===== src/common_pkg.sv =====
`default_nettype none

package common_pkg;

    localparam int ADDR_W = 32;
    localparam int DATA_W = 32;

    typedef logic [ADDR_W-1:0] addr_t;
    typedef logic [DATA_W-1:0] word_t;
    typedef logic              bool;

    // first fetch goes here
    localparam addr_t PCINIT = 32'h8000_0000;

    // instruction rom geometry, word indexed
    localparam int ROM_AW    = 8;
    localparam int ROM_WORDS = 1 << ROM_AW;

    // control opcodes
    localparam logic [6:0] OP_BRANCH = 7'b1100011;
    localparam logic [6:0] OP_JAL    = 7'b1101111;
    localparam logic [6:0] OP_JALR   = 7'b1100111;

    // branch funct3
    localparam logic [2:0] F3_BEQ  = 3'b000;
    localparam logic [2:0] F3_BNE  = 3'b001;
    localparam logic [2:0] F3_BLT  = 3'b100;
    localparam logic [2:0] F3_BGE  = 3'b101;
    localparam logic [2:0] F3_BLTU = 3'b110;
    localparam logic [2:0] F3_BGEU = 3'b111;

    typedef struct packed {
        bool   valid;
        addr_t addr;
    } ibus_req_t;

    typedef struct packed {
        bool   addr_ok;
        bool   data_ok;
        word_t data;
    } ibus_resp_t;

endpackage

`default_nettype wire


===== src/temp_storage_pkg.sv =====
`default_nettype none

package temp_storage_pkg;

    // fetch to decode
    typedef struct packed {
        common_pkg::bool   valid;
        common_pkg::word_t inst;
        common_pkg::addr_t inst_pc;
        common_pkg::word_t inst_counter;
    } if_id_t;

    // jump unit back to fetch
    typedef struct packed {
        common_pkg::bool   jump_inst;
        common_pkg::bool   do_jump;
        common_pkg::addr_t dest_addr;
        common_pkg::word_t inst_counter;
    } jump_t;

    typedef struct packed {
        logic       imm_12;
        logic [5:0] imm_10_5;
        logic [4:0] rs2;
        logic [4:0] rs1;
        logic [2:0] funct3;
        logic [3:0] imm_4_1;
        logic       imm_11;
        logic [6:0] opcode;
    } b_type_t;

    typedef struct packed {
        logic       imm_20;
        logic [9:0] imm_10_1;
        logic       imm_11;
        logic [7:0] imm_19_12;
        logic [4:0] rd;
        logic [6:0] opcode;
    } j_type_t;

    // used for jalr
    typedef struct packed {
        logic [11:0] imm_11_0;
        logic [4:0]  rs1;
        logic [2:0]  funct3;
        logic [4:0]  rd;
        logic [6:0]  opcode;
    } i_type_t;

    typedef union packed {
        common_pkg::word_t raw;
        b_type_t           b;
        j_type_t           j;
        i_type_t           i;
    } inst_t;

endpackage

`default_nettype wire


===== src/jump_if.sv =====
`default_nettype none

interface jump_if;

    // level, held until the next accepted instruction
    temp_storage_pkg::jump_t report;

    modport unit_mp (
        output report
    );

    modport fetch_mp (
        input report
    );

endinterface

`default_nettype wire


===== src/jump_unit.sv =====
`default_nettype none

module jump_unit (
    input logic                     clk,
    input logic                     rst,
    input temp_storage_pkg::if_id_t if_id_state,
    input common_pkg::word_t        rs1_data,
    input common_pkg::word_t        rs2_data,
    jump_if.unit_mp                 jump
);

    temp_storage_pkg::inst_t inst;

    common_pkg::addr_t b_imm;
    common_pkg::addr_t j_imm;
    common_pkg::addr_t i_imm;
    common_pkg::addr_t target;
    common_pkg::bool   is_branch;
    common_pkg::bool   is_jal;
    common_pkg::bool   is_jalr;
    common_pkg::bool   br_taken;

    common_pkg::bool   jump_inst_q;
    common_pkg::bool   do_jump_q;
    common_pkg::addr_t dest_q;
    common_pkg::word_t tag_q;

    assign inst = if_id_state.inst;

    assign is_branch = inst.b.opcode == common_pkg::OP_BRANCH;
    assign is_jal    = inst.j.opcode == common_pkg::OP_JAL;
    assign is_jalr   = inst.i.opcode == common_pkg::OP_JALR;

    assign b_imm = {{19{inst.b.imm_12}}, inst.b.imm_12, inst.b.imm_11,
                    inst.b.imm_10_5, inst.b.imm_4_1, 1'b0};
    assign j_imm = {{11{inst.j.imm_20}}, inst.j.imm_20, inst.j.imm_19_12,
                    inst.j.imm_11, inst.j.imm_10_1, 1'b0};
    assign i_imm = {{20{inst.i.imm_11_0[11]}}, inst.i.imm_11_0};

    always_comb begin
        case (inst.b.funct3)
            common_pkg::F3_BEQ:  br_taken = rs1_data == rs2_data;
            common_pkg::F3_BNE:  br_taken = rs1_data != rs2_data;
            common_pkg::F3_BLT:  br_taken = $signed(rs1_data) < $signed(rs2_data);
            common_pkg::F3_BGE:  br_taken = $signed(rs1_data) >= $signed(rs2_data);
            common_pkg::F3_BLTU: br_taken = rs1_data < rs2_data;
            common_pkg::F3_BGEU: br_taken = rs1_data >= rs2_data;
            default:             br_taken = 1'b0;
        endcase
    end

    always_comb begin
        if (is_jalr) begin
            // lsb of jalr target is dropped
            target = (rs1_data + i_imm) & ~32'd1;
        end else if (is_jal) begin
            target = if_id_state.inst_pc + j_imm;
        end else begin
            target = if_id_state.inst_pc + b_imm;
        end
    end

    always_ff @(posedge clk or posedge rst) begin
        if (rst) begin
            jump_inst_q <= 1'b0;
            do_jump_q   <= 1'b0;
        end else if (if_id_state.valid) begin
            // any new instruction retires the previous report
            jump_inst_q <= is_branch | is_jal | is_jalr;
            do_jump_q   <= (is_branch & br_taken) | is_jal | is_jalr;
        end
    end

    always_ff @(posedge clk) begin
        if (if_id_state.valid) begin
            dest_q <= target;
            tag_q  <= if_id_state.inst_counter;
        end
    end

    assign jump.report.jump_inst    = jump_inst_q;
    assign jump.report.do_jump      = do_jump_q;
    assign jump.report.dest_addr    = dest_q;
    assign jump.report.inst_counter = tag_q;

endmodule

`default_nettype wire


===== src/flat_wrapper.sv =====
// flat-port wrapper written by rule: the top's interface ports become plain ports
module jump_unit_flat 
  (clk, rst, if_id_state, rs1_data, rs2_data, jump_report);
  jump_if jump_i ();
  input logic clk;
  input logic rst;
  input temp_storage_pkg::if_id_t if_id_state;
  input common_pkg::word_t rs1_data;
  input common_pkg::word_t rs2_data;
  output wire logic [$bits(jump_i.report)-1:0] jump_report;
  assign jump_report = jump_i.report;
  jump_unit u_core (.clk(clk), .rst(rst), .if_id_state(if_id_state), .rs1_data(rs1_data), .rs2_data(rs2_data), .jump(jump_i));
endmodule

===== config.mk =====
export PLATFORM = sky130hd
export DESIGN_NAME = jump_unit_flat
export DESIGN_NICKNAME = d
export VERILOG_FILES = /design/src/common_pkg.sv /design/src/temp_storage_pkg.sv /design/src/jump_if.sv /design/src/jump_unit.sv /design/src/flat_wrapper.sv
export SDC_FILE = /design/constraint.sdc
export NUM_CORES = 1
export LEC_CHECK = 0
export BUFFER_PORTS_ARGS = -buffer_cell sky130_fd_sc_hd__buf_4
export CORE_ASPECT_RATIO = 2
export CORE_MARGIN = 2
export CORE_UTILIZATION = 55
export CTS_CLUSTER_SIZE = 30
export DETAILED_ROUTE_END_ITERATION = 8
export PLACE_DENSITY = 0.87
export SETUP_SLACK_MARGIN = 0.3
export SYNTH_ARGS = -nofsm -noshare
export SYNTH_HDL_FRONTEND = slang
export SYNTH_SLANG_ARGS = --single-unit
export TNS_END_PERCENT = 50

===== constraint.sdc =====
create_clock -name clk -period 2 [get_ports clk]
set_clock_uncertainty 0.15 [all_clocks]
set_input_delay 0.1 -clock clk [delete_from_list [all_inputs] [get_ports clk]]
set_output_delay 0.1 -clock clk [all_outputs]
set_load 0.01 [all_outputs]

==> results of run 1 <==
[synth_stat cells (3+ instances only)]
cell type   n  area share (%)
a211oi_1    4            0.46
a21o_1     26             3.0
a21o_2      3            0.40
a21oi_1    79             6.1
a221o_1     3            0.46
a31oi_1    13             1.2
a41oi_1     3            0.40
and2_1      4            0.38
and3_1      6            0.58
and4_1      5            0.67
buf_2       3            0.23
clkbuf_1   11            0.63
edfxtp_1   64              30
ha_1       92              18
inv_1      66             3.8
mux2_2      4            0.69
mux2i_1     6            0.92
nand2_1    70             4.0
nand2b_1    9            0.86
nand3_1    15             1.2
nand4_1    11             1.1
nor2_1     30             1.7
nor2b_1     8            0.77
nor3_1     11            0.85
nor4_1      4            0.38
o211ai_1   11             1.3
o21a_1      4            0.46
o21ai_0    63             4.8
o21bai_1    5            0.58
o22ai_1     3            0.29
o31ai_1     6            0.69
or2_2       6            0.58
or3_1       5            0.48
xnor2_1    21             2.8
xor2_1     24             3.2
[metrics by stage]
stage / cell area [um^2] / utilization, %
floorplan: 6690 / -
global placement: 10200 / 87.6
detailed placement: 10200 / 87.6
CTS: 11200 / 96.3
[layer usage]
metal  global-route usage (%)  GRT overflow
met5                     5.65             2
met2                     98.2            91
met3                     50.3             1
met4                     90.6            52
met1                     70.6             0
[cells by family after synthesis]
logic type	share of synthesized area, %
buffers and inverters	5.19
AND/OR/NAND/NOR	14.9
AO/OA/AOI/OAI	23.7
flip-flops	30.3
adder cells (fa/ha/maj)	18.3
multiplexers	1.61
XOR/XNOR	6.05
[repair_timing]
| action | in CTS |
|---|---|
| pin swaps | 37 |
| endpoints found under the setup margin | 33 |
| hold buffers | 34 |
| cloned | 1 |
| gates resized for setup | 53 |
| setup buffers | 16 |
| endpoints found under the hold margin | 35 |
==> qor.csv, run 1 <==
stage,metric,value,unit
global_route,first-pass GRT wire length,72800,um
floorplanning,chip width,81.0,um
clocking,number of CTS-inserted buffers,9,
clocking,Root Buffer,clkbuf_16,
clocking,Clock Sinks,66,
global_route,largest net degree at the start of global routing,47,
place,post-place setup slack,-1.59,ns
synth,Syn Nets,1000,
place,Final GP Congestion,0.996,
synth,number of flops mapped to enable cells by yosys,64,
synth,Main synth FF type,edfxtp_1,
place,Post-DP HPWL,21900,um
status,Failed at,global routing (5_1_grt),
floorplanning,io pins,229,
floorplanning,Die H,158,um
synth,"FF+latch count, synth",66,
floorplanning,Initial Util,56.0,%
place,number of I/O port buffers,228,
synth,post-synthesis cell type count,65,
synth,Yosys warnings,0,
global_route,vias in the first global route,12000,
global_route,GRT Residual Overflow,146,
synth,"Seq/Total Area, Yosys",30.3,%
place,# placed instances,1323,
global_route,GRT Util Overall,75.8,%
synth,post-synthesis instance area,6510,um^2
clocking,maximum clock insertion buffer count,2,
floorplanning,Rows,56,
clocking,level count of the clock H-tree,3,
status,status,aborted with a tool error,
synth,fraction of registers with async set or reset after synthesis,3.03,%
synth,post-synthesis cell count,743,
synth,syn_area_per_cell,8.77,um^2
status,First Error,[ERROR GRT-0116] Global routing finished with congestion. Check the congestion regions in the DRC Viewer.,
==> run 2: changes to the inputs <==
CORE_ASPECT_RATIO = default   (was 2)
CORE_UTILIZATION = 40   (was 55)
CTS_CLUSTER_SIZE = default   (was 30)
PLACE_DENSITY = default   (was 0.87)
PLACE_DENSITY_LB_ADDON = 0.15   (was default)
SETUP_SLACK_MARGIN = default   (was 0.3)
==> run 2 against run 1 <==
Net effect: the flow now finishes, with violations (negative setup slack); synthesized area unchanged; synthesized cell count is the same.
==> qor.csv, run 2 <==
stage,metric,value,unit
worst_setup_path,worst r2r dst,u_core.do_jump_q,
power_and_ir_drop,leakage power,5.57,nW
global_route,largest net degree at the start of global routing,44,
sta,RSZ-0062 raised after global routing,true,
route,post-route ant nets,0,
synth,Yosys warnings,0,
cells_and_area,fillers,1261,
worst_setup_path,reg2reg start,u_core.do_jump_q,
synth,dominant cell type by area after synthesis,edfxtp_1,
synth,Syn Nets,1000,
synth,top-count cell post-synth,ha_1,
min_path,Worst Hold Path Cells,1,
sta,Setup WS post-layout,-1.22,ns
worst_setup_path,crit path launch type,primary input,
cells_and_area,Final nets,1504,
sta,Peak Freq,311,MHz
clocking,level count of the clock H-tree,3,
synth,post-synthesis instance area,6510,um^2
power_and_ir_drop,total power,0.00634,W
synth,post-synthesis cell count,743,
route,via count,7424,
floorplanning,io pins,229,
worst_setup_path,Critical Path AT,3.15,ns
clocking,number of CTS-inserted buffers,9,
global_route,vias in the first global route,7231,
floorplanning,Core Region,15900,um^2
min_path,worst hold path type,primary input to flop,
worst_setup_path,FF-to-FF path depth,2,
status,status,"complete, but fails checks",
sta,Worst-Margin Slew,0.417,ns
power_and_ir_drop,PwrDens,554,nW/um^2
cells_and_area,"commonest non-fill, non-tap cell in the layout",buf_4,
synth,number of flops mapped to enable cells by yosys,64,
min_path,hold path start,if_id_state[96],
cells_and_area,fin cells,1468,
clocking,Clock Sinks,66,
cells_and_area,share of cells above drive strength 1,45.8,%
worst_setup_path,worst-path fanout max,8,
worst_setup_path,r2r setup slk,1.10,ns
sta,Period minus WS final,3.22,ns
worst_setup_path,critical path type,primary input to flop,
sta,Max Slew Vio Count,0,
global_route,first-pass GRT wire length,35700,um
synth,Post-synth top cells,"ha_1, a21oi_1, nand2_1, inv_1, edfxtp_1",
route,Post-route DRC,0,
synth,fraction of registers with async set or reset after synthesis,3.03,%
synth,post-synthesis cell type count,65,
route,final WL,22300,um
route,DRT met1 WL,10200,um
cells_and_area,antenna fix cells,0,
worst_setup_path,crit-path leading delay family,compound AO/OA/AOI/OAI gates,
floorplanning,DIE AREA,17300,um^2
worst_setup_path,"Buf+Inv Stages, Crit Path",4,
route,wire per inst,15.2,um
synth,"FF+latch count, synth",66,
place,number of I/O port buffers,228,
route,DR pass1 iterations,4,
sta,Final Cycle Share,161,%
sta,Slew headroom,72.1,%
clocking,CTS tree,done,
synth,Main synth FF type,edfxtp_1,
clocking,clock-pin slew on the worst setup and hold paths,0.06,ns
floorplanning,Rows,46,
synth,"Seq/Total Area, Yosys",30.3,%
min_path,hold endpoint,u_core.dest_q[9],
route,via density per instance,5.06,
route,wire length on met2,10500,um
route,top layer used by detailed routing,met4,
clocking,Root Buffer,clkbuf_16,
worst_setup_path,CP Data Required Time,1.93,ns
route,number of DRC markers in iteration 0,372,
power_and_ir_drop,VDD IR-drop max,0.457,mV
clocking,maximum clock insertion buffer count,2,
worst_setup_path,nature of the critical path endpoint,flop,
flow_run,MaxCap Viol Count,0,
sta,setup TNS,-24.56,ns
place,Post-DP HPWL,17800,um
worst_setup_path,CP Cell Sequence,"buf_6, nand3b_1, nor2_4, nand3_4, buf_4, o21ai_2, ha_2, buf_6, nand2_1, o211ai_1, a221oi_2, buf_4, a31oi_2, o21ai_1, nand2b_1, a311oi_2, xor2_1, o21ai_1",
sta,Hold Fails Final Rpt,0,
worst_setup_path,CP peak stage delay,0.33,ns
place,post-place setup slack,-1.63,ns
floorplanning,Initial Util,41.0,%
global_route,GRT Residual Overflow,0,
clocking,"Clk Latency, worst-skew pair",0.33,ns
cells_and_area,Regs by FF count,"u_core.dest_q (32), u_core.tag_q (32)",
global_route,GRT Util Overall,25.3,%
status,failing checks,negative setup slack,
place,Final GP Congestion,0.952,
route,met3 WL,1220,um
global_route,initial antenna violation count,0,
synth,syn_area_per_cell,8.77,um^2
cells_and_area,"commonest cells after routing, fill and taps aside","buf_4, ha_1, a21oi_1",
place,# placed instances,1400,
worst_setup_path,crit path max-delay cell type,ha_2,
synth,top area cells in the synthesized netlist,"edfxtp_1, ha_1, a21oi_1, o21ai_0, nand2_1",
sta,Setup-failing EPs final,30,
floorplanning,Die H,132,um
synth,top-area cell type share of the netlist area,29.5,%
cells_and_area,synthesis-to-finish area growth,75.7,%
sta,Fin Hold WS,0.0184,ns
floorplanning,chip width,132,um
-- run 2: cell counts after synthesis --
No cell type changed its count.
-- run 2: area by class of cell --
class                      instances  area [um^2]  share of cell area (%)
inverter                          66          248                    2.16
timing repair buffer             511         3980                    34.8
clock inverter                     6          115                    1.01
multi-input combinational        593         4630                    40.5
sequential                        66         1970                    17.2
clock buffer                      10          229                    2.00
tap                              216          270                    2.36
-- run 2: power breakdown --
group / internal [W] / switching (W)
registers: 0.00172 / 0.0000542
logic: 0.00151 / 0.00126
clock network: 0.00122 / 0.000577
-- run 2: timing repair --
item,in CTS,in global routing
setup endpoints to repair,30,30
buffers inserted,9,9
hold buffers,34,0
gates resized for setup,45,29
pin swaps,38,25
endpoints found under the hold margin,35,0
-- run 2: kinds of logic (layout without fill, tap and decap cells) --
kind of cell               Yosys count  after routing  synth area share, %
DFF                                 66             66                 30.3
xor gates and xnor gates            45             45                 6.05
and+or+nand+nor                    195            195                 14.9
muxes                               10             10                 1.61
buffers and inverters               84            593                 5.19
adders and majority gates           94             94                 18.3
AOI/OAI and AO/OA                  249            249                 23.7
-- run 2: how the worst max path moves through the flow --
stage / from / endpoint / depth (start not counted)
2_1_floorplan: if_id_state[68] / u_core.dest_q[23] / 17
3_3_place_gp: if_id_state[68] / u_core.dest_q[28] / 16
3_5_place_dp: if_id_state[68] / u_core.dest_q[28] / 16
4_1_cts: if_id_state[68] / u_core.dest_q[31] / 16
5_1_grt: if_id_state[68] / u_core.dest_q[24] / 18
6_report: if_id_state[68] / u_core.dest_q[24] / 18
-- run 2: per-stage QoR --
| stage | util (%) | instance area (um^2) |
|---|---|---|
| finish | 72.0 | 11400 |
| global route | 72.0 | 11400 |
| CTS | 70.8 | 11200 |
| detailed placement | 64.9 | 10300 |
| global placement | 64.9 | 10300 |
| floorplan | - | 6690 |
-- run 2: per-layer routing --
metal	global-route usage (%)	vias up
met2	42.8	230
met4	6.10	0
met3	3.32	24
met1	34.2	3384
li1	-	3786
met5	0	-
(Power assumes the default switching activity.)
