$ cat src/common_pkg.sv
`default_nettype none

package common_pkg;

    localparam int ADDR_W = 32;
    localparam int DATA_W = 32;

    typedef logic [ADDR_W-1:0] addr_t;
    typedef logic [DATA_W-1:0] word_t;
    typedef logic              bool;

    // first fetch goes here
    localparam addr_t PCINIT = 32'h8000_0000;

    // instruction rom geometry, word indexed
    localparam int ROM_AW    = 8;
    localparam int ROM_WORDS = 1 << ROM_AW;

    // control opcodes
    localparam logic [6:0] OP_BRANCH = 7'b1100011;
    localparam logic [6:0] OP_JAL    = 7'b1101111;
    localparam logic [6:0] OP_JALR   = 7'b1100111;

    // branch funct3
    localparam logic [2:0] F3_BEQ  = 3'b000;
    localparam logic [2:0] F3_BNE  = 3'b001;
    localparam logic [2:0] F3_BLT  = 3'b100;
    localparam logic [2:0] F3_BGE  = 3'b101;
    localparam logic [2:0] F3_BLTU = 3'b110;
    localparam logic [2:0] F3_BGEU = 3'b111;

    typedef struct packed {
        bool   valid;
        addr_t addr;
    } ibus_req_t;

    typedef struct packed {
        bool   addr_ok;
        bool   data_ok;
        word_t data;
    } ibus_resp_t;

endpackage

`default_nettype wire

$ cat src/temp_storage_pkg.sv
`default_nettype none

package temp_storage_pkg;

    // fetch to decode
    typedef struct packed {
        common_pkg::bool   valid;
        common_pkg::word_t inst;
        common_pkg::addr_t inst_pc;
        common_pkg::word_t inst_counter;
    } if_id_t;

    // jump unit back to fetch
    typedef struct packed {
        common_pkg::bool   jump_inst;
        common_pkg::bool   do_jump;
        common_pkg::addr_t dest_addr;
        common_pkg::word_t inst_counter;
    } jump_t;

    typedef struct packed {
        logic       imm_12;
        logic [5:0] imm_10_5;
        logic [4:0] rs2;
        logic [4:0] rs1;
        logic [2:0] funct3;
        logic [3:0] imm_4_1;
        logic       imm_11;
        logic [6:0] opcode;
    } b_type_t;

    typedef struct packed {
        logic       imm_20;
        logic [9:0] imm_10_1;
        logic       imm_11;
        logic [7:0] imm_19_12;
        logic [4:0] rd;
        logic [6:0] opcode;
    } j_type_t;

    // used for jalr
    typedef struct packed {
        logic [11:0] imm_11_0;
        logic [4:0]  rs1;
        logic [2:0]  funct3;
        logic [4:0]  rd;
        logic [6:0]  opcode;
    } i_type_t;

    typedef union packed {
        common_pkg::word_t raw;
        b_type_t           b;
        j_type_t           j;
        i_type_t           i;
    } inst_t;

endpackage

`default_nettype wire

$ cat src/ibus_if.sv
`default_nettype none

interface ibus_if;

    // request held by fetch until addr_ok and data_ok
    common_pkg::ibus_req_t  req;
    common_pkg::ibus_resp_t resp;

    modport fetch_mp (
        output req,
        input  resp
    );

    modport rom_mp (
        input  req,
        output resp
    );

endinterface

`default_nettype wire

$ cat src/jump_if.sv
`default_nettype none

interface jump_if;

    // level, held until the next accepted instruction
    temp_storage_pkg::jump_t report;

    modport unit_mp (
        output report
    );

    modport fetch_mp (
        input report
    );

endinterface

`default_nettype wire

$ cat src/fetch.sv
`default_nettype none

module fetch (
    input  logic                     clk,
    input  logic                     rst,
    input  common_pkg::bool          enable,
    ibus_if.fetch_mp                 ibus,
    jump_if.fetch_mp                 jump,
    output common_pkg::addr_t        pc,
    output temp_storage_pkg::if_id_t if_id_state,
    output common_pkg::bool          ok
);

    common_pkg::ibus_req_t req_q;
    common_pkg::addr_t     last_pc;
    common_pkg::bool       waiting;
    common_pkg::bool       stall;
    common_pkg::word_t     stall_tag;
    common_pkg::word_t     inst_counter;

    common_pkg::bool   resp_done;
    common_pkg::bool   resume;
    common_pkg::bool   take_jump;
    common_pkg::bool   is_ctrl;
    common_pkg::addr_t next_addr;
    common_pkg::word_t next_count;
    logic [6:0]        resp_opcode;

    assign resp_done = ibus.resp.addr_ok & ibus.resp.data_ok;

    // a stale report from an older jump never matches the tag
    assign resume = !stall
        || (jump.report.jump_inst && jump.report.inst_counter == stall_tag);
    assign take_jump = stall && jump.report.jump_inst && jump.report.do_jump;
    assign next_addr = take_jump ? jump.report.dest_addr : pc + 32'd4;

    assign next_count  = inst_counter + 32'd1;
    assign resp_opcode = ibus.resp.data[6:0];
    assign is_ctrl = (resp_opcode == common_pkg::OP_BRANCH)
        || (resp_opcode == common_pkg::OP_JAL)
        || (resp_opcode == common_pkg::OP_JALR);

    always_ff @(posedge clk or posedge rst) begin
        if (rst) begin
            pc           <= common_pkg::PCINIT - 32'd4;
            last_pc      <= common_pkg::PCINIT - 32'd4;
            waiting      <= 1'b0;
            stall        <= 1'b0;
            stall_tag    <= '0;
            inst_counter <= '0;
            req_q.valid  <= 1'b0;
            req_q.addr   <= '0;
            // bubble record, skipped downstream
            if_id_state.valid        <= 1'b1;
            if_id_state.inst         <= '0;
            if_id_state.inst_pc      <= common_pkg::PCINIT;
            if_id_state.inst_counter <= '0;
        end else begin
            // valid is a one cycle strobe
            if_id_state.valid <= 1'b0;

            if (waiting) begin
                if (resp_done) begin
                    waiting      <= 1'b0;
                    req_q.valid  <= 1'b0;
                    inst_counter <= next_count;

                    if_id_state.valid        <= 1'b1;
                    if_id_state.inst         <= ibus.resp.data;
                    if_id_state.inst_pc      <= last_pc;
                    if_id_state.inst_counter <= next_count;

                    // hold off until the jump unit resolves it
                    stall     <= is_ctrl;
                    stall_tag <= next_count;
                end
            end else if (enable && resume) begin
                stall       <= 1'b0;
                waiting     <= 1'b1;
                req_q.valid <= 1'b1;
                req_q.addr  <= next_addr;
                last_pc     <= next_addr;
                pc          <= next_addr;
            end
        end
    end

    assign ibus.req = req_q;
    assign ok       = !waiting;

endmodule

`default_nettype wire

$ cat src/flat_wrapper.sv
// flat-port wrapper written by rule: the top's interface ports become plain ports
module fetch_flat 
  (clk, rst, enable, pc, if_id_state, ok, ibus_req, ibus_resp, jump_report);
  ibus_if ibus_i ();
  jump_if jump_i ();
  input  logic clk;
  input  logic rst;
  input  common_pkg::bool enable;
  output common_pkg::addr_t pc;
  output temp_storage_pkg::if_id_t if_id_state;
  output common_pkg::bool ok;
  output wire logic [$bits(ibus_i.req)-1:0] ibus_req;
  input wire logic [$bits(ibus_i.resp)-1:0] ibus_resp;
  input wire logic [$bits(jump_i.report)-1:0] jump_report;
  assign ibus_req = ibus_i.req;
  assign ibus_i.resp = ibus_resp;
  assign jump_i.report = jump_report;
  fetch u_core (.clk(clk), .rst(rst), .enable(enable), .ibus(ibus_i), .jump(jump_i), .pc(pc), .if_id_state(if_id_state), .ok(ok));
endmodule
$ cat config.mk
export PLATFORM = sky130hd
export DESIGN_NAME = fetch_flat
export DESIGN_NICKNAME = d
export VERILOG_FILES = /design/src/common_pkg.sv /design/src/temp_storage_pkg.sv /design/src/ibus_if.sv /design/src/jump_if.sv /design/src/fetch.sv /design/src/flat_wrapper.sv
export SDC_FILE = /design/constraint.sdc
export NUM_CORES = 1
export LEC_CHECK = 0
export ABC_CLOCK_PERIOD_IN_PS = 4700
export BUFFER_PORTS_ARGS = -buffer_cell sky130_fd_sc_hd__buf_4
export CAP_MARGIN = 20
export CORE_MARGIN = 8
export CORE_UTILIZATION = 46
export DETAILED_ROUTE_END_ITERATION = 10
export GPL_ROUTABILITY_DRIVEN = 0
export HOLD_SLACK_MARGIN = 0.15
export PLACE_DENSITY = 0.82
export SLEW_MARGIN = 20
export SYNTH_ARGS = -nofsm -noshare
export SYNTH_HDL_FRONTEND = slang
export SYNTH_SLANG_ARGS = --single-unit
$ cat constraint.sdc
create_clock -name clk -period 4.7 [get_ports clk]
set_clock_uncertainty 0.05 [all_clocks]
set_input_delay 0.235 -clock clk [delete_from_list [all_inputs] [get_ports clk]]
set_output_delay 0.235 -clock clk [all_outputs]
set_load 0.005 [all_outputs]
Word level (Yosys, flattened, before mapping):

Cells that the tools add are included.

* memory bits (read-only): 0
* output and inout bits: 163
* RAM bits: 0
* bits in latches: 0
* memories: 0
* flip-flop bits (word level): 164
* logic and storage cells: 43

* bitwise operators: 2
* $mul: 0
* divide/modulo/power cells: 0
* mux-type cells: 12
* magnitude comparators: 0
* shift operators: 0
* add/sub/neg operators: 2
* reduce and logical (&&, ||, !) cells: 13
* eq/ne operators: 5

Operators with widths (count)
* $mux 97: 2
* $mux 33: 1
* $add 32x1->32 const B: 1
* $add 32x3->32 const B: 1
* $eq 32x32->1: 1
* $mux 32: 1
* $eq 7x7->1 const B: 3
* $mux 1: 8
* $reduce_and 2->1: 3
* $logic_and 1x1->1: 4
* $logic_or 1x1->1: 3
* $logic_not 1->1: 2
* $ne 2x2->1 const B: 1
* $reduce_bool 2->1: 1
* $and 1x1->1: 1
* $not 1->1: 1

Logic depth before layout (Yosys ltp):

Gate-level depths: netlist (run 1).

* depth in word-level cells: 6
* gate-level depth with buffers: 9
* gate-level depth less buffers: 7

Worst setup path after synthesis (run 1):

OpenSTA, ideal clock, no wires.

* path type: register to register
* from: register, netlist name u_core.last_pc[9]
* to: register u_core.req_q (netlist bit u_core.ibus.req[27])
* stages on the path, launching flop included: 10
* buffers on the path: 3
* setup time: 0.125 ns
* required time: 4.525 ns
* period minus slack after synthesis: 2.477 ns
* slack: 2.223 ns
* arrival: 2.303 ns
* path through: dfstp_2 -> buf_2 -> nand4_4 -> or4_1 -> buf_2 -> or3_1 -> buf_2 -> xor2_1 -> a21oi_1 -> mux2_2

RTL lines
* end, declared: RTL line fetch.sv:14 `common_pkg::ibus_req_t req_q;`

==> results of run 1 <==
## worst reg2reg max path: stages (launching register included)
cell and delay [ns]:
dfrtp_1 0.49, xnor2_1 0.20, nand4_1 0.16, nor4_1 0.36
a41oi_2 0.48, buf_4 0.38, nor2_1 0.15, buf_4 0.27
mux2_2 0.37
## path summary, 6_finish.rpt
path / end / cells after the start
max in group asynchronous: u_core.if_id_state[20] / 4
hold / removal: u_core.last_pc[23] / 3
min in group asynchronous: u_core.if_id_state[25] / 3
setup reg to reg: u_core.ibus.req[3] / 8
setup / recovery: u_core.ibus.req[3] / 8
hold reg to reg: u_core.if_id_state[63] / 2
## cells in the final DEF, fill, tap and decap left out, types with 4 or more instances in the layout
cell type and count:
a21o_1 29, nand3_1 25, nor4_1 19, and4_1 6, a21oi_1 10, clkinv_2 4
dfrtp_1 130, a31oi_1 4, o21ai_0 25, clkbuf_16 17, and3_1 11, buf_4 274
mux2_2 17, o211ai_1 4, xor2_1 18, dlygate4sd3_1 45, xnor2_1 66, o22a_1 4
nand2_1 216, nand4_1 21, inv_1 9, clkbuf_1 4, a2111oi_0 5, a211oi_1 5
dfstp_2 31, nor2_1 46, nor3_1 19
## state kept, by name, indices dropped and copies added (netlist names), named ones only
| name | count |
|---|---|
| u_core.ibus.req | 31 |
| u_core.stall | 1 |
| u_core.waiting | 1 |
| u_core.if_id_state | 97 |
| u_core.last_pc | 29 |
## power groups by stage
| stage | Sequential [uW] | Combinational [uW] | Clock (uW) |
|---|---|---|---|
| 2_1_floorplan | 1410 | 60.7 | 0 |
| 3_3_place_gp | 1410 | 152 | 0 |
| 3_5_place_dp | 1410 | 153 | 0 |
| 4_1_cts | 1390 | 184 | 1360 |
| 5_1_grt | 1390 | 200 | 1420 |
| 6_report | 1390 | 184 | 1340 |
## metrics by stage
stage,setup slack [ns],instances,utilization
after global placement,1.80,1252,0.597
after detailed placement,1.70,1252,0.597
final,1.67,1329,0.658
after CTS,1.68,1329,0.658
after floorplan,0.118,813,-
after global routing,1.44,1329,0.658
## cell families (layout without fill, tap and decap cells)
logic type / after synthesis / count (layout) / synth area share
compound gates: 103 / 103 / 0.0931
xor+xnor: 84 / 84 / 0.0952
fa+ha+maj: 2 / 2 / 0.00324
buf+inv: 66 / 362 / 0.0364
flops: 161 / 161 / 0.526
mux: 17 / 17 / 0.0248
simple gates: 380 / 380 / 0.221
## metal layers
layer	global-route usage	vias up	part of all wire
li1	-	3323	-
met3	0.0725	44	0.080
met5	0	-	0
met2	0.378	281	0.49
met1	0.275	3429	0.41
met4	0.0822	0	0.024
## what timing repair did
| action | CTS | global route |
|---|---|---|
| hold buffers | 45 | 0 |
| buffers inserted | 0 | 0 |
| endpoints found under the hold margin | 105 | 0 |
## synth_stat cells, types with 10 or more instances
library cell    n  area share
mux2_2         17       0.025
nand4_1        21       0.017
xor2_1         18       0.020
nor3_1         19       0.012
nand3_1        27       0.017
a21oi_1        10      0.0065
xnor2_1        66       0.075
clkbuf_1       33       0.016
dfrtp_1       130        0.42
a21o_1         29       0.028
inv_1          11      0.0053
o21ai_0        25       0.016
nor2_1         46       0.022
nor4_1         19       0.015
dfstp_2        31        0.11
and3_1         11      0.0089
nand2_1       216        0.10
## final cells by class
type	instances	area, um2
inverter	11	46.3
fill	1253	5650
clock inverter	10	111
clock buffer	22	454
multi-input combinational	586	3410
timing repair buffer	319	2510
tap	220	275
sequential	161	4070
==> metrics.txt, run 1 <==
Netlist Area Pre-Place=7730 um2; final setup vio count=0; Peak Freq=approximately 0.33 GHz; sequential share of the synthesized area=0.526; max_slew headroom=0.346; first-pass GRT wire length=39.5 mm; Initial DRC Count=around 440; initial antenna violation count=0; min Tclk post-route=3.03 ns; EDFF count, synth=0; CP Launch Type=flip-flop; fin crit share=0.644; clock tree buffer depth=2; Min Hold Slack=0.183 ns; routed wire length=24.5 mm; vias in the first global route=between 7000 and 8000; switching power=roughly 630 uW; max-slew violation count=0; Die Ht=146 um; Worst-path clk slew=0.06 ns; Reg power frac=0.477; cell count after synthesis=approximately 800; Post-synth ARST share=1.00; final hold viol count=0; maxcap violations=0; Internal=2280 uW; worst path bufs/invs=2; outcome=completed; CTS Buf Count=17; layout cells sized above 1=0.327; Residual DRC=0; die width=146 um; CP required=just under 5 ns; Worst Path Arrival=3.27 ns; port buffer count=265; CTS root buffer=clkbuf_16; critical path class=flip-flop to flip-flop; clock share of power=0.460; worst reg-to-reg setup slack=roughly 1.7 ns; prevailing post-synth register cell=dfrtp_1; row count=47; critical path, cell by cell=xnor2_1 > nand4_1 > nor4_1 > a41oi_2 > buf_4 > nor2_1 > buf_4 > mux2_2; crit end category=flip-flop; vias post-DR=7077; # diodes=0; hold wc startpoint=jump_report[55]; Syn Area/Cell=9.50 um2; register bit total from synthesis=161; Congestion Overflow GR=0; Skew-Pair Late Insertion Delay=approximately 0.42 ns; Distinct cells, synth=50; Final Net Count=approximately 1200; RSZ-0062 raised after global routing=no; gr usage total=0.228; initial cell density of the core=0.468; Final Cell Area=approximately 11000 um2; Max stage delay on crit path=0.49 ns; clock sink count=161; CP Max Fanout=20; post-route antenna net violation count=0; I/O pin count=266; layout overhead on the synthesized area=40.8%; Slew @ Worst Pin=0.980 ns; DIE AREA=between 20000 and 25000 um2; drt wl/cell=18.4 um; Power Density=268 nW/um2; CTS tree=done; Syn Nets=around 900; Net Sw Frac=0.217; reg-to-reg critical path startpoint=u_core.if_id_state[0]; post-cts resize count=0; detailed placer's ending HPWL=17.2 mm; total power=2910 uW; Leakage=0.00559 uW; crit path from=u_core.if_id_state[0]; CP max stage cell=dfrtp_1; Setup TNS=0 ns; H-tree levels=4; largest net degree at the start of global routing=86; CP most frequent cell=buf_4; maximum vdd ir drop=between 0.2 and 0.25 mV; Hold/Removal Path Class=input port to flip-flop; Detailed Routing Iterations Pass 1=7; Synth Warn #=0; Area after DPL=around 9900 um2; core area=16500 um2; CP top delay family=simple AND/OR/NAND/NOR gates; routed vias/inst=between 5 and 6; Logic pwr share=0.063
Note: power is estimated with default switching activity, not from simulation.
==> run 2, diff against run 1 <==
--- a/config.mk
+++ b/config.mk
@@ -5,7 +5,7 @@
 export SDC_FILE = /design/constraint.sdc
 export NUM_CORES = 1
 export LEC_CHECK = 0
-export ABC_CLOCK_PERIOD_IN_PS = 4700
+export ABC_CLOCK_PERIOD_IN_PS = 2500
 export BUFFER_PORTS_ARGS = -buffer_cell sky130_fd_sc_hd__buf_4
 export CAP_MARGIN = 20
 export CORE_MARGIN = 8
==> constraint.sdc (replaced) <==
create_clock -name clk -period 2.5 [get_ports clk]
set_clock_uncertainty 0.05 [all_clocks]
set_input_delay 0.125 -clock clk [delete_from_list [all_inputs] [get_ports clk]]
set_output_delay 0.125 -clock clk [all_outputs]
set_load 0.005 [all_outputs]
==> run 2 against run 1 <==
  * Clock-buffer cell count is 2 lower
  * Clock power increased by 99%
  * Combinational power up 120%
  * Hold slack improved by 0.024 ns
  * Flip-flop and latch count did not move
  * Die area stayed put
  * Final cell count rose by 6.1%
  * Register-to-register slack got worse by 1.5 ns
  * Critical path depth is 1 lower
  * First-iteration DRC count rose by 28%
  * Critical endpoint is now u_core.ibus.req[21]
  * Largest cell class unchanged
==> metrics.txt, run 2 (synthesized netlist as in run 1, its figures left out) <==
critical path, cell by cell=nand4_1 > or4_1 > buf_4 > nor3_1 > xnor2_1 > a2111oi_2 > a21o_1; Setup TNS=0 ns (unchanged); row count=47 (unchanged); max_slew headroom=0.465 (+0.120); Reg2Reg Depth=7 (-1); Die Ht=146 um (unchanged); max reg flops=97 (unchanged); port buffer count=265 (unchanged); gr usage total=0.244 (+0.0159); worst path bufs/invs=1 (-1); first-pass GRT wire length=41.8 mm (+5.9%); drt wl/cell=18.7 um (+1.5%); layout cells sized above 1=0.363 (+0.0360); min Tclk post-route=2.38 ns (-0.650 ns); CTS Buf Count=17 (unchanged); max-slew violation count=0 (unchanged); clock tree buffer depth=2 (unchanged); vias in the first global route=7802 (+4.6%); RSZ-0062 raised after global routing=no; initial antenna violation count=1 (+1); outcome=completed; Congestion Overflow GR=0 (unchanged); DIE AREA=21200 um2 (unchanged); initial cell density of the core=0.468 (unchanged); most common cell after layout, fill and taps aside=buf_4; worst reg-to-reg setup slack=0.12 ns (-1.55 ns); die width=146 um (unchanged); routed vias/inst=5.38 (+1.0%); largest register by flop count=u_core.if_id_state; CP Max Fanout=5 (-75%); critical path class=flip-flop to flip-flop; largest net degree at the start of global routing=76 (-12%); layout overhead on the synthesized area=51.7%; Final Net Count=1281 (+6.7%); Worst-path clk slew=0.07 ns (about the same); final setup vio count=0 (unchanged); Post-CTS Setup Inserts=0 (unchanged); hold depth=4 (+1); Logic pwr share=0.070 (+0.007); CTS root buffer=clkbuf_16; CP max stage cell=or4_1; Skew-Pair Late Insertion Delay=0.42 ns (about the same); final hold viol count=0 (unchanged); post-route antenna net violation count=0 (unchanged); Reg power frac=0.459 (-0.018); Internal=4430 uW (+94%); CP required=2.81 ns (-2.14 ns); Net Sw Frac=0.219 (+0.00249); Residual DRC=0 (unchanged); Max stage delay on crit path=0.59 ns (+0.10 ns); Worst Path Arrival=2.69 ns (-0.58 ns); maximum vdd ir drop=0.459 mV (+110%); core area=16500 um2 (unchanged); Fillers=1185 (-5.4%); hold wc startpoint=ibus_resp[33]; fin crit share=0.951 (+0.307); switching power=1240 uW (+97%); Hold/Removal Path Class=input port to flip-flop; reg-to-reg critical path startpoint=u_core.last_pc[14]; clock share of power=0.470 (+0.010); Worst Hold End=u_core.if_id_state[96]; Worst R2R End=u_core.ibus.req[21]; Initial DRC Count=570 (+28%); Min Hold Slack=0.207 ns (+0.0239 ns); I/O pin count=266 (unchanged); crit end category=flip-flop; vias post-DR=7587 (+7.2%); CP top delay family=simple AND/OR/NAND/NOR gates; H-tree levels=4 (unchanged); Power Density=484 nW/um2 (+81%); routed wire length=26.4 mm (+7.7%); total power=5680 uW (+95%); Slew @ Worst Pin=0.802 ns (-0.178 ns); Peak Freq=0.421 GHz (+27%); Detailed Routing Iterations Pass 1=5 (-2); detailed placer's ending HPWL=18.5 mm (+7.1%); most frequent cells in the layout=326 x buf_4, 216 x nand2_1, 130 x dfrtp_1, 67 x dlygate4sd3_1, 66 x xnor2_1; clock sink count=161 (unchanged); Leakage=0.00603 uW (+8.0%); CP Launch Type=flip-flop; CTS tree=done; maxcap violations=0 (unchanged)
## run 2: repair_timing
item                                    CTS  global route
pin swaps                                 0             1
cloned                                    0             0
endpoints found under the setup margin    2            18
hold endpoints to repair                116             0
gates resized for setup                   1            13
hold buffers                             67             0
## run 2: power by group through the flow
stage	Clock (uW)	Sequential (uW)	Combinational [uW]
6_report	2670	2610	398
4_1_cts	2720	2610	390
2_1_floorplan	0	2650	115
3_3_place_gp	0	2650	300
3_5_place_dp	0	2650	304
5_1_grt	2820	2610	428
## run 2: per-layer routing
layer  vias up  share of wire  global-route usage
met5         -              0                   0
li1       3483              -                   -
met1      3637           0.39               0.287
met2       397           0.48               0.396
met4         0          0.039               0.113
met3        70          0.094              0.0830
## run 2: worst max-delay path by stage
stage	to	depth (start not counted)	slack, ns	start
detailed placement	u_core.last_pc[20]	6	-0.0006	u_core.last_pc[6]
global placement	u_core.ibus.req[30]	8	0.17	u_core.last_pc[9]
global route	u_core.ibus.req[31]	7	0.01	u_core.last_pc[14]
finish	u_core.ibus.req[21]	7	0.12	u_core.last_pc[14]
CTS	u_core.ibus.req[21]	7	0.07	u_core.last_pc[14]
floorplan	u_core.ibus.req[27]	9	0.02	u_core.last_pc[9]
## run 2: layout make-up
cell class                 count  area (um2)  share of cell area
sequential                   161        4070               0.347
tap                          220         275              0.0235
multi-input combinational    586        3480               0.297
antenna                        1        2.50            0.000214
clock buffer                  20         447              0.0381
timing repair buffer         399        3250               0.277
inverter                      11        45.0             0.00384
clock inverter                12         160              0.0137
## run 2: tightest hold or removal path, delay by kind of cell
kind	cells	cell delay, ns
buffers and inverters	3	0.41
and+or+nand+nor	1	0.08
## run 2: metrics by stage
step / cell area, um2 / utilization / setup slack [ns] / std cells
4_1_cts: 11600 / 0.704 / 0.0695 / 1408
3_3_place_gp: 10400 / 0.627 / 0.170 / 1309
2_1_floorplan: 7730 / - / 0.0226 / 813
5_1_grt: 11700 / 0.709 / 0.0126 / 1410
6_report: 11700 / 0.709 / 0.122 / 1410
3_5_place_dp: 10400 / 0.627 / -0.000637 / 1309
==> run 3, diff against run 2 <==
--- a/config.mk
+++ b/config.mk
@@ -5,15 +5,15 @@
 export SDC_FILE = /design/constraint.sdc
 export NUM_CORES = 1
 export LEC_CHECK = 0
-export ABC_CLOCK_PERIOD_IN_PS = 2500
+export ABC_CLOCK_PERIOD_IN_PS = 2700
 export BUFFER_PORTS_ARGS = -buffer_cell sky130_fd_sc_hd__buf_4
 export CAP_MARGIN = 20
 export CORE_MARGIN = 8
-export CORE_UTILIZATION = 46
+export CORE_UTILIZATION = 51
 export DETAILED_ROUTE_END_ITERATION = 10
 export GPL_ROUTABILITY_DRIVEN = 0
 export HOLD_SLACK_MARGIN = 0.15
-export PLACE_DENSITY = 0.82
+export PLACE_DENSITY = 0.78
 export SLEW_MARGIN = 20
 export SYNTH_ARGS = -nofsm -noshare
 export SYNTH_HDL_FRONTEND = slang
==> constraint.sdc (replaced) <==
create_clock -name clk -period 2.7 [get_ports clk]
set_clock_uncertainty 0.05 [all_clocks]
set_input_delay 0.135 -clock clk [delete_from_list [all_inputs] [get_ports clk]]
set_output_delay 0.135 -clock clk [all_outputs]
set_load 0.005 [all_outputs]
==> run 3 against run 2 <==
  * Largest cell class unchanged
  * Via count fell by 3.1%
  * Setup slack improved by 0.069 ns
  * Design area fell by 2.6%
  * First-iteration DRC count rose by 24%
  * Clock power fell by 12%
  * Core utilization rose by 5.3 points
  * Fmax fell by 5.2%
  * Highest routed layer unchanged
  * Sequential share of layout area rose by 0.91 points
  * Global-route usage rose by 2.0 points
  * Register-to-register slack improved by 0.07 ns
  * Critical endpoint is now u_core.last_pc[21]
  * Final cell count fell by 3.8%
  * Largest power group is now sequential cells
  * Clock-buffer cell count rose by 2
==> metrics.txt, run 3 (synthesized netlist as in run 1, its figures left out) <==
post-route antenna net violation count=0 (unchanged); CTS root buffer=clkbuf_16; hold depth=4 (unchanged); Skew-Pair Late Insertion Delay=0.42 ns (about the same); Residual DRC=0 (unchanged); reg-to-reg critical path startpoint=u_core.last_pc[8]; Worst Path Arrival=2.82 ns (+0.13 ns); Initial DRC Count=707 (+24%); first-pass GRT wire length=40.9 mm (-2.1%); CP required=3.01 ns (+0.20 ns); Setup TNS=0 ns (unchanged); layout cells sized above 1=0.346 (-0.0177); Hold/Removal Path Class=input port to flip-flop; min Tclk post-route=2.51 ns (+0.131 ns); Reg2Reg Depth=7 (unchanged); crit end category=flip-flop; Worst Hold End=u_core.last_pc[5]; Final Net Count=1261 (-1.6%); initial antenna violation count=0 (-1); row count=45 (-4.3%); Detailed Routing Iterations Pass 1=5 (unchanged); most common cell after layout, fill and taps aside=buf_4; worst setup margin=0.191 ns (+0.0687 ns); core area=15000 um2 (-9.4%); max_slew headroom=0.481 (+0.0154); worst reg-to-reg setup slack=0.19 ns (+0.07 ns); CP max stage cell=dfstp_2; DIE AREA=19300 um2 (-8.8%); outcome=completed; Die Ht=139 um (-4.5%); fin crit share=0.929 (-0.0218); Leakage=0.00591 uW (-2.1%); # diodes=0 (-1); port buffer count=265 (unchanged); CP Max Fanout=10 (+5); CP Launch Type=flip-flop; max-slew violation count=0 (unchanged); initial cell density of the core=0.516 (+0.0483); final setup vio count=0 (unchanged); final hold viol count=0 (unchanged); critical path, cell by cell=nand4_4 > or4_1 > buf_4 > nor3_1 > xnor2_1 > a2111oi_2 > a21o_1; vias in the first global route=7741 (-0.78%); Power Density=449 nW/um2 (-7.4%); CP top delay family=simple AND/OR/NAND/NOR gates; hold wc startpoint=jump_report[37]; worst path bufs/invs=1 (unchanged); CTS tree=done; die width=139 um (-4.5%); CTS Buf Count=17 (unchanged); critical path class=flip-flop to flip-flop; vias post-DR=7354 (-3.1%); Peak Freq=0.399 GHz (-5.2%); clock sink count=161 (unchanged); Fillers=1062 (-10%); maxcap violations=0 (unchanged); routed wire length=25.5 mm (-3.5%); post-layout util=0.763 (+0.0533); Worst-path clk slew=0.06 ns (about the same); Min Hold Slack=0.160 ns (-0.0463 ns); gr usage total=0.264 (+0.0196); layout overhead on the synthesized area=47.8%; clock tree buffer depth=2 (unchanged); drt wl/cell=18.8 um (+0.30%); total power=5120 uW (-9.8%); detailed placer's ending HPWL=17.5 mm (-5.4%); Max stage delay on crit path=0.66 ns (+0.07 ns); maximum vdd ir drop=0.396 mV (-14%); Congestion Overflow GR=0 (unchanged); routed vias/inst=5.42 (+0.71%); H-tree levels=4 (unchanged); dpl ws=0.0224 ns (+0.0230 ns); I/O pin count=266 (unchanged); largest net degree at the start of global routing=106 (+39%); most frequent cells in the layout=309 x buf_4, 216 x nand2_1, 130 x dfrtp_1, 66 x xnor2_1, 66 x dlygate4sd3_1; Slew @ Worst Pin=0.779 ns (-0.0231 ns); max reg flops=97 (unchanged); Worst R2R End=u_core.last_pc[21]; largest register by flop count=u_core.if_id_state
## run 3: tightest hold or removal path, stage by stage
cell and delay (ns):
buf_4 0.11, nor2_1 0.13, a2111oi_1 0.09, a21o_1 0.16
## run 3: where the power goes
part / switching, uW / leakage [uW] / internal (uW)
sequential: 0.0560 / 0.00213 / 2420
clock: 947 / 0.000284 / 1410
combinational: 154 / 0.00349 / 199
total: 1100 / 0.00591 / 4020
## run 3: area by class of cell
type,count,area (um2),share of cell area
clock inverter,10,110,0.00964
sequential,161,4070,0.356
multi-input combinational,586,3430,0.300
clock buffer,22,464,0.0406
tap,188,235,0.0206
timing repair buffer,379,3070,0.269
inverter,11,45.0,0.00394
## run 3: worst max-delay path by stage
stage,cells after the start,end,startpoint
6_report,7,u_core.last_pc[21],u_core.last_pc[8]
5_1_grt,8,u_core.ibus.req[18],u_core.if_id_state[10]
4_1_cts,6,u_core.last_pc[20],u_core.last_pc[8]
3_5_place_dp,6,u_core.last_pc[20],u_core.last_pc[8]
3_3_place_gp,6,u_core.ibus.req[26],u_core.last_pc[8]
2_1_floorplan,9,u_core.ibus.req[27],u_core.last_pc[9]
## run 3: per-stage QoR
step | instances | area [um2]
4_1_cts | 1354 | 11400
3_3_place_gp | 1256 | 10100
5_1_grt | 1357 | 11400
6_report | 1357 | 11400
3_5_place_dp | 1256 | 10100
2_1_floorplan | 813 | 7730
## run 3: routing by layer
layer  part of all wire  up-vias  GRT usage
li1                   -     3427          -
met1               0.40     3571      0.311
met2               0.50      314      0.446
met3              0.079       42     0.0819
met4              0.022        0     0.0942
met5                  0        -          0
## run 3: repair_timing
| item | CTS | global route |
|---|---|---|
| pin swaps | 0 | 1 |
| hold endpoints to repair | 217 | 0 |
| hold buffers | 66 | 0 |
| endpoints found under the setup margin | 1 | 9 |
| resized for setup | 1 | 2 |
| setup buffers | 0 | 2 |
